## src/common/aib_link_pkg.sv

```systemverilog
// ============================================================
// aib link package
// data path width, transmit loopback select and the link
// bring-up state encoding
// ============================================================

package aib_link_pkg;

  // default width of the adapter data path
  parameter int DATA_W = 40;

  // width of the bring-up state field
  parameter int LINK_STATE_W = 3;

  // transmit source select
  typedef enum logic
  {
    LPBK_OFF = 1'b0,   // mac data
    LPBK_RX  = 1'b1    // rx register data
  } lpbk_mode_e;

  // master-mode bring-up sequence
  typedef enum logic [LINK_STATE_W-1:0]
  {
    LINK_RESET   = 3'd0,
    LINK_OSC_EN  = 3'd1,
    LINK_TX_CAL  = 3'd2,
    LINK_RX_LOCK = 3'd3,
    LINK_ACTIVE  = 3'd4
  } link_state_e;

endpackage

```

## src/common/aib_cfg_pkg.sv

```systemverilog
// ============================================================
// aib config package
// register map and field positions of the config block
// ============================================================

package aib_cfg_pkg;

  parameter int CFG_ADDR_W = 17;
  parameter int CFG_DATA_W = 32;

  // register addresses
  typedef enum logic [CFG_ADDR_W-1:0]
  {
    CFG_CHNL_CTRL   = 17'd0,
    CFG_USER_CTRL   = 17'd1,
    CFG_LINK_STATUS = 17'd2   // read only
  } cfg_addr_e;

  // channel control fields
  parameter int CHNL_CTRL_W   = 4;
  parameter int CTRL_TX_SWAP  = 0;
  parameter int CTRL_RX_SWAP  = 1;
  parameter int CTRL_TX_LPBK  = 2;
  parameter int CTRL_RX_LPBK  = 3;

  // link status enable bits above the state field
  parameter int STAT_TX_XFER = 4;
  parameter int STAT_RX_XFER = 5;

endpackage

```

## src/source/aib_clk_rst.sv

```systemverilog
// ============================================================
// aib clock and reset
// combines the adapter resets, syncs the release into
// fs_fwd_clk and forms the divide-by-two forwarded clock
// ============================================================
`timescale 1ns/1ns

module aib_clk_rst
(
  input  logic fs_fwd_clk,
  input  logic i_ns_adapter_rstn,
  input  logic i_adapter_rstni,
  output logic adpt_rstn_sync_fsfwdclk,
  output logic o_fs_fwd_div2_clk
);

  logic adpt_rstn;
  logic rstn_meta;

  assign adpt_rstn = i_ns_adapter_rstn & i_adapter_rstni;   // either side holds reset

  // two-flop release with asynchronous assert
  always_ff @(posedge fs_fwd_clk or negedge adpt_rstn)
  begin
    if (!adpt_rstn)
    begin
      rstn_meta               <= 1'b0;
      adpt_rstn_sync_fsfwdclk <= 1'b0;
    end
    else
    begin
      rstn_meta               <= 1'b1;
      adpt_rstn_sync_fsfwdclk <= rstn_meta;
    end
  end

  always_ff @(posedge fs_fwd_clk or negedge adpt_rstn_sync_fsfwdclk)
  begin
    if (!adpt_rstn_sync_fsfwdclk)
      o_fs_fwd_div2_clk <= 1'b0;
    else
      o_fs_fwd_div2_clk <= ~o_fs_fwd_div2_clk;   // toggle every edge
  end

endmodule

```

## src/datapath/aib_tx_chnl.sv

```systemverilog
// ============================================================
// aib transmit channel
// register path from mac to io buffer with half swap and
// adapter loopback of the rx register data
// ============================================================
`timescale 1ns/1ns

module aib_tx_chnl
#(
  parameter int DATA_W = 40
)
(
  input  logic                     fs_fwd_clk,
  input  logic                     adpt_rstn_sync_fsfwdclk,
  input  logic [DATA_W-1:0]        i_data_in,        // from mac
  input  logic [DATA_W-1:0]        i_rx_lpbk_data,   // rx register data
  input  logic                     i_swap_en,
  input  aib_link_pkg::lpbk_mode_e i_lpbk_mode,
  output logic [DATA_W-1:0]        o_dout            // to io buffer
);

  localparam int HALF_W = DATA_W / 2;

  logic [DATA_W-1:0] tx_src;
  logic [DATA_W-1:0] tx_word;

  // source select
  always_comb
  begin
    case (i_lpbk_mode)
      aib_link_pkg::LPBK_RX:  tx_src = i_rx_lpbk_data;
      default:                tx_src = i_data_in;
    endcase
  end

  assign tx_word = i_swap_en ? {tx_src[HALF_W-1:0], tx_src[DATA_W-1:HALF_W]} : tx_src;

  always_ff @(posedge fs_fwd_clk or negedge adpt_rstn_sync_fsfwdclk)
  begin
    if (!adpt_rstn_sync_fsfwdclk)
      o_dout <= '0;
    else
      o_dout <= tx_word;
  end

  // ============================================================
  // checks
  // ============================================================

  // swap splits the word in two equal halves
  a_even_width: assert property (
    @(posedge fs_fwd_clk) disable iff (!adpt_rstn_sync_fsfwdclk)
    (DATA_W % 2) == 0
  );

endmodule

```

## src/datapath/aib_rx_chnl.sv

```systemverilog
// ============================================================
// aib receive channel
// register path from io buffer to mac with half swap and
// receive loopback of the tx output
// ============================================================
`timescale 1ns/1ns

module aib_rx_chnl
#(
  parameter int DATA_W = 40
)
(
  input  logic              fs_fwd_clk,
  input  logic              adpt_rstn_sync_fsfwdclk,
  input  logic [DATA_W-1:0] i_din,            // from io buffer
  input  logic [DATA_W-1:0] i_tx_lpbk_data,   // tx output word
  input  logic              i_swap_en,
  input  logic              i_lpbk_en,
  output logic [DATA_W-1:0] o_data_out        // to mac
);

  localparam int HALF_W = DATA_W / 2;

  logic [DATA_W-1:0] rx_src;
  logic [DATA_W-1:0] rx_word;

  assign rx_src = i_lpbk_en ? i_tx_lpbk_data : i_din;

  // upper and lower halves exchanged when enabled
  always_comb
  begin
    if (i_swap_en)
      rx_word = {rx_src[HALF_W-1:0], rx_src[DATA_W-1:HALF_W]};
    else
      rx_word = rx_src;
  end

  always_ff @(posedge fs_fwd_clk or negedge adpt_rstn_sync_fsfwdclk)
  begin
    if (!adpt_rstn_sync_fsfwdclk)
      o_data_out <= '0;
    else
      o_data_out <= rx_word;   // feeds the tx loopback too
  end

endmodule

```

## src/link/aib_link_sm.sv

```systemverilog
// ============================================================
// aib link state machine
// master-mode bring-up: osc transfer, tx dcc calibration,
// rx dll lock, then transfer enable
// ============================================================
`timescale 1ns/1ns

module aib_link_sm
(
  input  logic                      fs_fwd_clk,
  input  logic                      adpt_rstn_sync_fsfwdclk,
  input  logic                      i_conf_done,
  input  logic                      i_tx_dcc_cal_done,
  input  logic                      i_rx_dll_lock,
  output aib_link_pkg::link_state_e o_link_state,
  output logic                      o_osc_transfer_en,
  output logic                      o_tx_dcc_cal_req,
  output logic                      o_rx_dll_lock_req,
  output logic                      o_tx_transfer_en,
  output logic                      o_rx_transfer_en
);

  aib_link_pkg::link_state_e state;
  aib_link_pkg::link_state_e state_nxt;

  // ============================================================
  // next state
  // ============================================================
  always_comb
  begin
    state_nxt = state;
    if (!i_conf_done)
      state_nxt = aib_link_pkg::LINK_RESET;   // restart on lost config
    else
    begin
      case (state)
        aib_link_pkg::LINK_RESET:   state_nxt = aib_link_pkg::LINK_OSC_EN;
        aib_link_pkg::LINK_OSC_EN:  state_nxt = aib_link_pkg::LINK_TX_CAL;
        aib_link_pkg::LINK_TX_CAL:
        begin
          if (i_tx_dcc_cal_done)
            state_nxt = aib_link_pkg::LINK_RX_LOCK;
        end
        aib_link_pkg::LINK_RX_LOCK:
        begin
          if (i_rx_dll_lock)
            state_nxt = aib_link_pkg::LINK_ACTIVE;
        end
        aib_link_pkg::LINK_ACTIVE:  state_nxt = aib_link_pkg::LINK_ACTIVE;
        default:                    state_nxt = aib_link_pkg::LINK_RESET;
      endcase
    end
  end

  always_ff @(posedge fs_fwd_clk or negedge adpt_rstn_sync_fsfwdclk)
  begin
    if (!adpt_rstn_sync_fsfwdclk)
      state <= aib_link_pkg::LINK_RESET;
    else
      state <= state_nxt;
  end

  // ============================================================
  // outputs decoded from state
  // ============================================================
  assign o_link_state      = state;
  assign o_osc_transfer_en = (state != aib_link_pkg::LINK_RESET);
  assign o_tx_dcc_cal_req  = (state == aib_link_pkg::LINK_TX_CAL);
  assign o_rx_dll_lock_req = (state == aib_link_pkg::LINK_RX_LOCK);
  assign o_tx_transfer_en  = (state == aib_link_pkg::LINK_RX_LOCK) ||
                             (state == aib_link_pkg::LINK_ACTIVE);
  assign o_rx_transfer_en  = (state == aib_link_pkg::LINK_ACTIVE);

  // rx side only opens after tx has been running
  a_rx_after_tx: assert property (
    @(posedge fs_fwd_clk) disable iff (!adpt_rstn_sync_fsfwdclk)
    $rose(o_rx_transfer_en) |-> $past(o_tx_transfer_en) && o_tx_transfer_en
  );

endmodule

```

## src/config/aib_cfg_regs.sv

```systemverilog
// ============================================================
// aib config registers
// channel controls, user word and live link status on a
// read/write strobe bus
// ============================================================
`timescale 1ns/1ns

module aib_cfg_regs
(
  input  logic                                 fs_fwd_clk,
  input  logic                                 adpt_rstn_sync_fsfwdclk,
  input  logic [aib_cfg_pkg::CFG_ADDR_W-1:0]   i_cfg_addr,
  input  logic [aib_cfg_pkg::CFG_DATA_W-1:0]   i_cfg_wdata,
  input  logic                                 i_cfg_write,
  input  logic                                 i_cfg_read,
  input  aib_link_pkg::link_state_e            i_link_state,
  input  logic                                 i_tx_transfer_en,
  input  logic                                 i_rx_transfer_en,
  output logic [aib_cfg_pkg::CFG_DATA_W-1:0]   o_cfg_rdata,
  output logic                                 o_cfg_rdatavld,
  output logic [aib_cfg_pkg::CFG_DATA_W-1:0]   o_user_ctrl,
  output logic                                 o_tx_swap_en,
  output logic                                 o_rx_swap_en,
  output aib_link_pkg::lpbk_mode_e             o_tx_lpbk_mode,
  output logic                                 o_rx_lpbk_en
);

  logic [aib_cfg_pkg::CHNL_CTRL_W-1:0] chnl_ctrl;
  logic [aib_cfg_pkg::CFG_DATA_W-1:0]  link_status;
  logic [aib_cfg_pkg::CFG_DATA_W-1:0]  rd_mux;

  // ============================================================
  // write decode
  // ============================================================
  always_ff @(posedge fs_fwd_clk or negedge adpt_rstn_sync_fsfwdclk)
  begin
    if (!adpt_rstn_sync_fsfwdclk)
    begin
      chnl_ctrl   <= '0;
      o_user_ctrl <= '0;
    end
    else if (i_cfg_write)
    begin
      case (i_cfg_addr)
        aib_cfg_pkg::CFG_CHNL_CTRL: chnl_ctrl   <= i_cfg_wdata[aib_cfg_pkg::CHNL_CTRL_W-1:0];
        aib_cfg_pkg::CFG_USER_CTRL: o_user_ctrl <= i_cfg_wdata;
        default:                    ;   // status and holes ignore writes
      endcase
    end
  end

  always_comb
  begin
    link_status = '0;
    link_status[aib_link_pkg::LINK_STATE_W-1:0] = i_link_state;
    link_status[aib_cfg_pkg::STAT_TX_XFER]       = i_tx_transfer_en;
    link_status[aib_cfg_pkg::STAT_RX_XFER]       = i_rx_transfer_en;
  end

  // ============================================================
  // one-cycle read path
  // ============================================================
  always_comb
  begin
    case (i_cfg_addr)
      aib_cfg_pkg::CFG_CHNL_CTRL:
        rd_mux = {{(aib_cfg_pkg::CFG_DATA_W-aib_cfg_pkg::CHNL_CTRL_W){1'b0}}, chnl_ctrl};
      aib_cfg_pkg::CFG_USER_CTRL:   rd_mux = o_user_ctrl;
      aib_cfg_pkg::CFG_LINK_STATUS: rd_mux = link_status;
      default:                      rd_mux = '0;
    endcase
  end

  always_ff @(posedge fs_fwd_clk or negedge adpt_rstn_sync_fsfwdclk)
  begin
    if (!adpt_rstn_sync_fsfwdclk)
    begin
      o_cfg_rdata    <= '0;
      o_cfg_rdatavld <= 1'b0;
    end
    else
    begin
      o_cfg_rdatavld <= i_cfg_read;
      if (i_cfg_read)
        o_cfg_rdata <= rd_mux;
    end
  end

  assign o_tx_swap_en   = chnl_ctrl[aib_cfg_pkg::CTRL_TX_SWAP];
  assign o_rx_swap_en   = chnl_ctrl[aib_cfg_pkg::CTRL_RX_SWAP];
  assign o_tx_lpbk_mode = aib_link_pkg::lpbk_mode_e'(chnl_ctrl[aib_cfg_pkg::CTRL_TX_LPBK]);
  assign o_rx_lpbk_en   = chnl_ctrl[aib_cfg_pkg::CTRL_RX_LPBK];

  // single bus master never overlaps strobes
  a_no_rd_wr: assert property (
    @(posedge fs_fwd_clk) disable iff (!adpt_rstn_sync_fsfwdclk)
    !(i_cfg_read && i_cfg_write)
  );

endmodule

```

## src/source/aib_adapt_top.sv

```systemverilog
// ============================================================
// aib adapter top
// single-channel master adapter on fs_fwd_clk: reset, data
// paths, config registers and link bring-up
// ============================================================
`timescale 1ns/1ns

module aib_adapt_top
#(
  parameter int DATA_W = aib_link_pkg::DATA_W
)
(
  input  logic                               fs_fwd_clk,
  input  logic                               i_ns_adapter_rstn,
  input  logic                               i_adapter_rstni,
  input  logic [DATA_W-1:0]                  i_data_in,      // from mac
  input  logic [DATA_W-1:0]                  i_din,          // from io buffer
  input  logic [aib_cfg_pkg::CFG_ADDR_W-1:0] i_cfg_addr,
  input  logic [aib_cfg_pkg::CFG_DATA_W-1:0] i_cfg_wdata,
  input  logic                               i_cfg_write,
  input  logic                               i_cfg_read,
  input  logic                               i_conf_done,
  input  logic                               i_tx_dcc_cal_done,
  input  logic                               i_rx_dll_lock,
  output logic [DATA_W-1:0]                  o_dout,         // to io buffer
  output logic [DATA_W-1:0]                  o_data_out,     // to mac
  output logic                               o_fs_fwd_div2_clk,
  output logic [aib_cfg_pkg::CFG_DATA_W-1:0] o_cfg_rdata,
  output logic                               o_cfg_rdatavld,
  output logic [aib_cfg_pkg::CFG_DATA_W-1:0] o_user_ctrl,
  output logic                               o_osc_transfer_en,
  output logic                               o_tx_dcc_cal_req,
  output logic                               o_rx_dll_lock_req,
  output logic                               o_tx_transfer_en,
  output logic                               o_rx_transfer_en
);

  logic                      adpt_rstn_sync_fsfwdclk;
  logic                      tx_swap_en;
  logic                      rx_swap_en;
  aib_link_pkg::lpbk_mode_e  tx_lpbk_mode;
  logic                      rx_lpbk_en;
  aib_link_pkg::link_state_e link_state;

  aib_clk_rst u_clk_rst
  (
    .fs_fwd_clk              (fs_fwd_clk),
    .i_ns_adapter_rstn       (i_ns_adapter_rstn),
    .i_adapter_rstni         (i_adapter_rstni),
    .adpt_rstn_sync_fsfwdclk (adpt_rstn_sync_fsfwdclk),
    .o_fs_fwd_div2_clk       (o_fs_fwd_div2_clk)
  );

  aib_tx_chnl #(.DATA_W(DATA_W)) u_tx_chnl
  (
    .fs_fwd_clk              (fs_fwd_clk),
    .adpt_rstn_sync_fsfwdclk (adpt_rstn_sync_fsfwdclk),
    .i_data_in               (i_data_in),
    .i_rx_lpbk_data          (o_data_out),   // adapter loopback
    .i_swap_en               (tx_swap_en),
    .i_lpbk_mode             (tx_lpbk_mode),
    .o_dout                  (o_dout)
  );

  aib_rx_chnl #(.DATA_W(DATA_W)) u_rx_chnl
  (
    .fs_fwd_clk              (fs_fwd_clk),
    .adpt_rstn_sync_fsfwdclk (adpt_rstn_sync_fsfwdclk),
    .i_din                   (i_din),
    .i_tx_lpbk_data          (o_dout),       // receive loopback
    .i_swap_en               (rx_swap_en),
    .i_lpbk_en               (rx_lpbk_en),
    .o_data_out              (o_data_out)
  );

  aib_link_sm u_link_sm
  (
    .fs_fwd_clk              (fs_fwd_clk),
    .adpt_rstn_sync_fsfwdclk (adpt_rstn_sync_fsfwdclk),
    .i_conf_done             (i_conf_done),
    .i_tx_dcc_cal_done       (i_tx_dcc_cal_done),
    .i_rx_dll_lock           (i_rx_dll_lock),
    .o_link_state            (link_state),
    .o_osc_transfer_en       (o_osc_transfer_en),
    .o_tx_dcc_cal_req        (o_tx_dcc_cal_req),
    .o_rx_dll_lock_req       (o_rx_dll_lock_req),
    .o_tx_transfer_en        (o_tx_transfer_en),
    .o_rx_transfer_en        (o_rx_transfer_en)
  );

  aib_cfg_regs u_cfg_regs
  (
    .fs_fwd_clk              (fs_fwd_clk),
    .adpt_rstn_sync_fsfwdclk (adpt_rstn_sync_fsfwdclk),
    .i_cfg_addr              (i_cfg_addr),
    .i_cfg_wdata             (i_cfg_wdata),
    .i_cfg_write             (i_cfg_write),
    .i_cfg_read              (i_cfg_read),
    .i_link_state            (link_state),
    .i_tx_transfer_en        (o_tx_transfer_en),
    .i_rx_transfer_en        (o_rx_transfer_en),
    .o_cfg_rdata             (o_cfg_rdata),
    .o_cfg_rdatavld          (o_cfg_rdatavld),
    .o_user_ctrl             (o_user_ctrl),
    .o_tx_swap_en            (tx_swap_en),
    .o_rx_swap_en            (rx_swap_en),
    .o_tx_lpbk_mode          (tx_lpbk_mode),
    .o_rx_lpbk_en            (rx_lpbk_en)
  );

endmodule

```

## config.mk

```make
export PLATFORM = sky130hd
export DESIGN_NAME = aib_adapt_top
export DESIGN_NICKNAME = d
export VERILOG_FILES = /design/src/common/aib_link_pkg.sv /design/src/common/aib_cfg_pkg.sv /design/src/source/aib_clk_rst.sv /design/src/datapath/aib_tx_chnl.sv /design/src/datapath/aib_rx_chnl.sv /design/src/link/aib_link_sm.sv /design/src/config/aib_cfg_regs.sv /design/src/source/aib_adapt_top.sv
export SDC_FILE = /design/constraint.sdc
export NUM_CORES = 1
export LEC_CHECK = 0
export CORE_UTILIZATION = 50
export DETAILED_ROUTE_END_ITERATION = 8
export DONT_BUFFER_PORTS = 1
export PLACE_DENSITY = 0.73
export SLEW_MARGIN = 20
export SYNTH_ARGS = -nofsm -noshare
export SYNTH_HDL_FRONTEND = slang
export SYNTH_SLANG_ARGS = --single-unit
```

## constraint.sdc

```tcl
create_clock -name fs_fwd_clk -period 7.59 [get_ports fs_fwd_clk]
set_input_delay 0.759 -clock fs_fwd_clk [delete_from_list [all_inputs] [get_ports fs_fwd_clk]]
set_output_delay 0.759 -clock fs_fwd_clk [all_outputs]
set_load 0.02 [all_outputs]
```

==> qor.csv <==
stage;metric;value;unit
timing;slew_viol_final;0;
final_layout;area_growth_syn_to_layout;9.942;%
placement;gp_congestion;0.8013;
logic_synthesis;synth_top_area_cell;dfrtp_1;
worst_setup_path;crit_type;reg2out;
grt;gr-total-overflow;0;
final_layout;drive_gt1_frac;0.3472;
logic_synthesis;synth_most_common_cell;dfrtp_1;
worst_setup_path;max_stage_delay;520;ps
routing;detail_route.iter0.violations;254;
worst_setup_path;rr_endpoint;u_cfg_regs.chnl_ctrl[0]$_DFFE_PN0P_;
power_and_ir_drop;p_leak;3.131;nW
timing;fmax;0.4075;GHz
worst_setup_path;start_kind;register;
grt;grt_util_met2;0.3757;
worst_setup_path;cp.arrival;1690;ps
timing;setup_slack;5136;ps
floorplan;die-area;14190;sq um
floorplan;initial_core_util;0.5159;
routing;drc;0;
timing;fin_crit_sh;0.3233;
grt;grt_busiest_layer;met2;
worst_setup_path;worst_r2r_path_depth;1;
timing;worst_pin_slew;1017;ps
grt;grt_max_degree;88;
job;drv_cap;0;
clock_network;cts-htree-levels;4;
grt;grtUsageMet3;0.1169;
timing;fin_skew;9.209;ps
worst_setup_path;crit_required;6830;ps
timing;fin_setup_tns;0;ps
worst_setup_path;startpoint;u_link_sm.o_link_state[1]$_DFFE_PN0P_;
routing;vias;3912;
logic_synthesis;synth.avg_cell_area;17.96;sq um
placement;place_inst;530;
timing;rsz0062_at_grt;no;
floorplan;num_rows;42;
logic_synthesis;ys_seq_area_frac;0.5655;
clock_network;hold_buffers;0;
worst_setup_path;critPathSlowestCell;or3b_2;
grt;gr-usage-met1;0.2749;
logic_synthesis;synth_top_area_share;0.5655;
logic_synthesis;synthArstFlopShare;1.000;
power_and_ir_drop;pwr-share-comb;0.033;
power_and_ir_drop;power_density;237.7;nW/um^2
logic_synthesis;ys.flop_type;dfrtp_1;
worst_setup_path;cp_max_fo;8;
clock_network;root_buffer;clkbuf_16;
placement;portBuffers;0;
worst_setup_path;cp_cell_sequence;or3b_2 > o21ai_0;
power_and_ir_drop;power.switching;0.4423;mW
power_and_ir_drop;internal-power;1.350;mW
grt;grt_usage;0.2393;
final_layout;final_nets;510;
worst_setup_path;rrSetupSlack;5790;ps
worst_setup_path;crit_path_end_kind;output pin;
power_and_ir_drop;p_seq_frac;0.508;
power_and_ir_drop;ir_worst_vdd;0.1745;mV
clock_network;cts_setup_buffers;0;
clock_network;clk_pin_slew_worst_paths;60;ps
routing;drt-total-wl;16030;um
logic_synthesis;yosys-top-cells-count;dfrtp_1 (155), mux4_2 (80), mux2_1 (30);
logic_synthesis;synth_edf_count;0;
floorplan;die_w;119.1;um
logic_synthesis;syn-num-nets;519;
floorplan;io_pins;288;
logic_synthesis;ys_warn_count;0;
final_layout;final_cells;563;
clock_network;numCtsBuffers;17;
worst_setup_path;worstReg2RegStart;u_clk_rst.adpt_rstn_sync_fsfwdclk$_DFF_PN0_;
placement;dp_hpwl;11310;um
routing;wl_per_cell;28.48;um
power_and_ir_drop;switching_share;0.2468;
clock_network;cts.sinks;155;
logic_synthesis;syn_inst;382;
routing;drt_pre_antenna_iters;4;
timing;slew_headroom;0.3219;
timing;finalSetupViolCount;0;
timing;hold_violations;0;
clock_network;cts_max_path_buffers;2;
floorplan;coreArea;13300;sq um
grt;grt_pass1_wl;25040;um
placement;dp_slack;5053;ps
floorplan;die_h;119.1;um
logic_synthesis;ys_types;39;
logic_synthesis;synth_area_leaders;dfrtp_1 (57%), mux4_2 (26%), mux2_1 (4.9%);
timing;post-route-min-period;2454;ps
hold_path;hold_class;in2async;
timing;whs;135.2;ps
worst_setup_path;cp-endpoint;o_tx_transfer_en;
power_and_ir_drop;clockPowerShare;0.458;
routing;ant_nets;0;
logic_synthesis;netlist_area;6859;sq um
final_layout;fillers;1025;
routing;viasPerCell;6.948;
clock_network;cts_tree;built;
logic_synthesis;synth-seq-cells;155;
clock_network;post_cts_resized;0;
clock_network;clk_latency;430;ps
grt;grt_pass1_vias;4210;
grt;antenna_found_initial;1;
run_status;status;completed;
==> cell usage in the layout (no fill, tap or decap), types with 3 or more instances in the layout <==
cell type and count:
dfrtp_1 150, mux4_2 80, mux2_1 30, a22o_1 26, clkbuf_16 17, nand2_1 5, nor2_1 5, mux2i_1 4
mux2_4 4, inv_6 4, clkinvlp_4 4, dfrtp_2 4, and2_1 3, nor2b_1 3, nor4_2 3, and3_1 3
a21oi_1 3, o31ai_1 3, clkinv_4 3, buf_4 3
==> kinds of logic (layout without fill, tap and decap cells) <==
family | count (synthesis) | in the layout | synth area share
multiplexers | 120 | 120 | 0.3298
flip-flops | 155 | 155 | 0.5655
buffers and inverters | 35 | 39 | 0.02499
AO/OA/AOI/OAI | 40 | 40 | 0.04761
AND/OR/NAND/NOR | 31 | 31 | 0.03156
other | 1 | 2 | 0.0005467
==> registers in the layout (all words and copies together) (netlist names), 3 cells and up <==
signal                  cells
u_cfg_regs.chnl_ctrl        4
u_cfg_regs.o_cfg_rdata     32
u_cfg_regs.o_user_ctrl     32
u_link_sm.o_link_state      3
u_rx_chnl.o_data_out       40
u_tx_chnl.o_dout           40
==> through the flow <==
step,power [mW],util,cell area [sq um]
global placement,0.9806,0.5233,6958
floorplan,0.9666,-,6859
finish,1.793,0.5672,7541
global route,1.849,0.5672,7541
detailed placement,0.9856,0.5233,6958
CTS,1.809,0.5667,7535
==> how the worst min path moves through the flow <==
stage,slack [ps],from,depth (start not counted),end
final,140,i_adapter_rstni,1,u_clk_rst.adpt_rstn_sync_fsfwdclk$_DFF_PN0_
after floorplan,330,u_clk_rst.rstn_meta$_DFF_PN0_,0,u_clk_rst.adpt_rstn_sync_fsfwdclk$_DFF_PN0_
after detailed placement,330,u_clk_rst.rstn_meta$_DFF_PN0_,0,u_clk_rst.adpt_rstn_sync_fsfwdclk$_DFF_PN0_
after global placement,330,u_clk_rst.rstn_meta$_DFF_PN0_,0,u_clk_rst.adpt_rstn_sync_fsfwdclk$_DFF_PN0_
after CTS,120,i_adapter_rstni,1,u_clk_rst.adpt_rstn_sync_fsfwdclk$_DFF_PN0_
after global routing,120,i_adapter_rstni,1,u_clk_rst.adpt_rstn_sync_fsfwdclk$_DFF_PN0_
==> worst max-delay path: cells and delay by family (launching register included) <==
family	cells	cell delay, ps
and+or+nand+nor	1	520
AOI/OAI and AO/OA	1	310
DFF	1	440
==> power by group through the flow <==
stage | combinational, mW | clock [mW] | sequential (mW)
after global placement | 0.0572 | 0 | 0.923
after CTS | 0.0598 | 0.838 | 0.911
after detailed placement | 0.0594 | 0 | 0.926
final | 0.0595 | 0.822 | 0.911
after global routing | 0.0644 | 0.869 | 0.915
after floorplan | 0.0466 | 0 | 0.920
==> area by class of cell <==
cell class / count / area, sq um / area share
diodes: 1 / 2.502 / 0.0003318
repair buffers: 4 / 33.78 / 0.004480
flip-flops and latches: 155 / 3887 / 0.5155
clock inverters: 14 / 137.6 / 0.01825
well taps: 176 / 220.2 / 0.02920
clock buffers: 18 / 439.2 / 0.05824
multi-input cells: 192 / 2809 / 0.3725
inverters: 3 / 11.26 / 0.001493
==> metal layers <==
| metal | share of wire | vias to the layer above |
|---|---|---|
| met1 | 0.34 | 2092 |
| met4 | 0.030 | 0 |
| met2 | 0.50 | 274 |
| met5 | 0 | - |
| li1 | - | 1510 |
| met3 | 0.13 | 36 |
No activity file was read; power rests on OpenSTA's default activity.
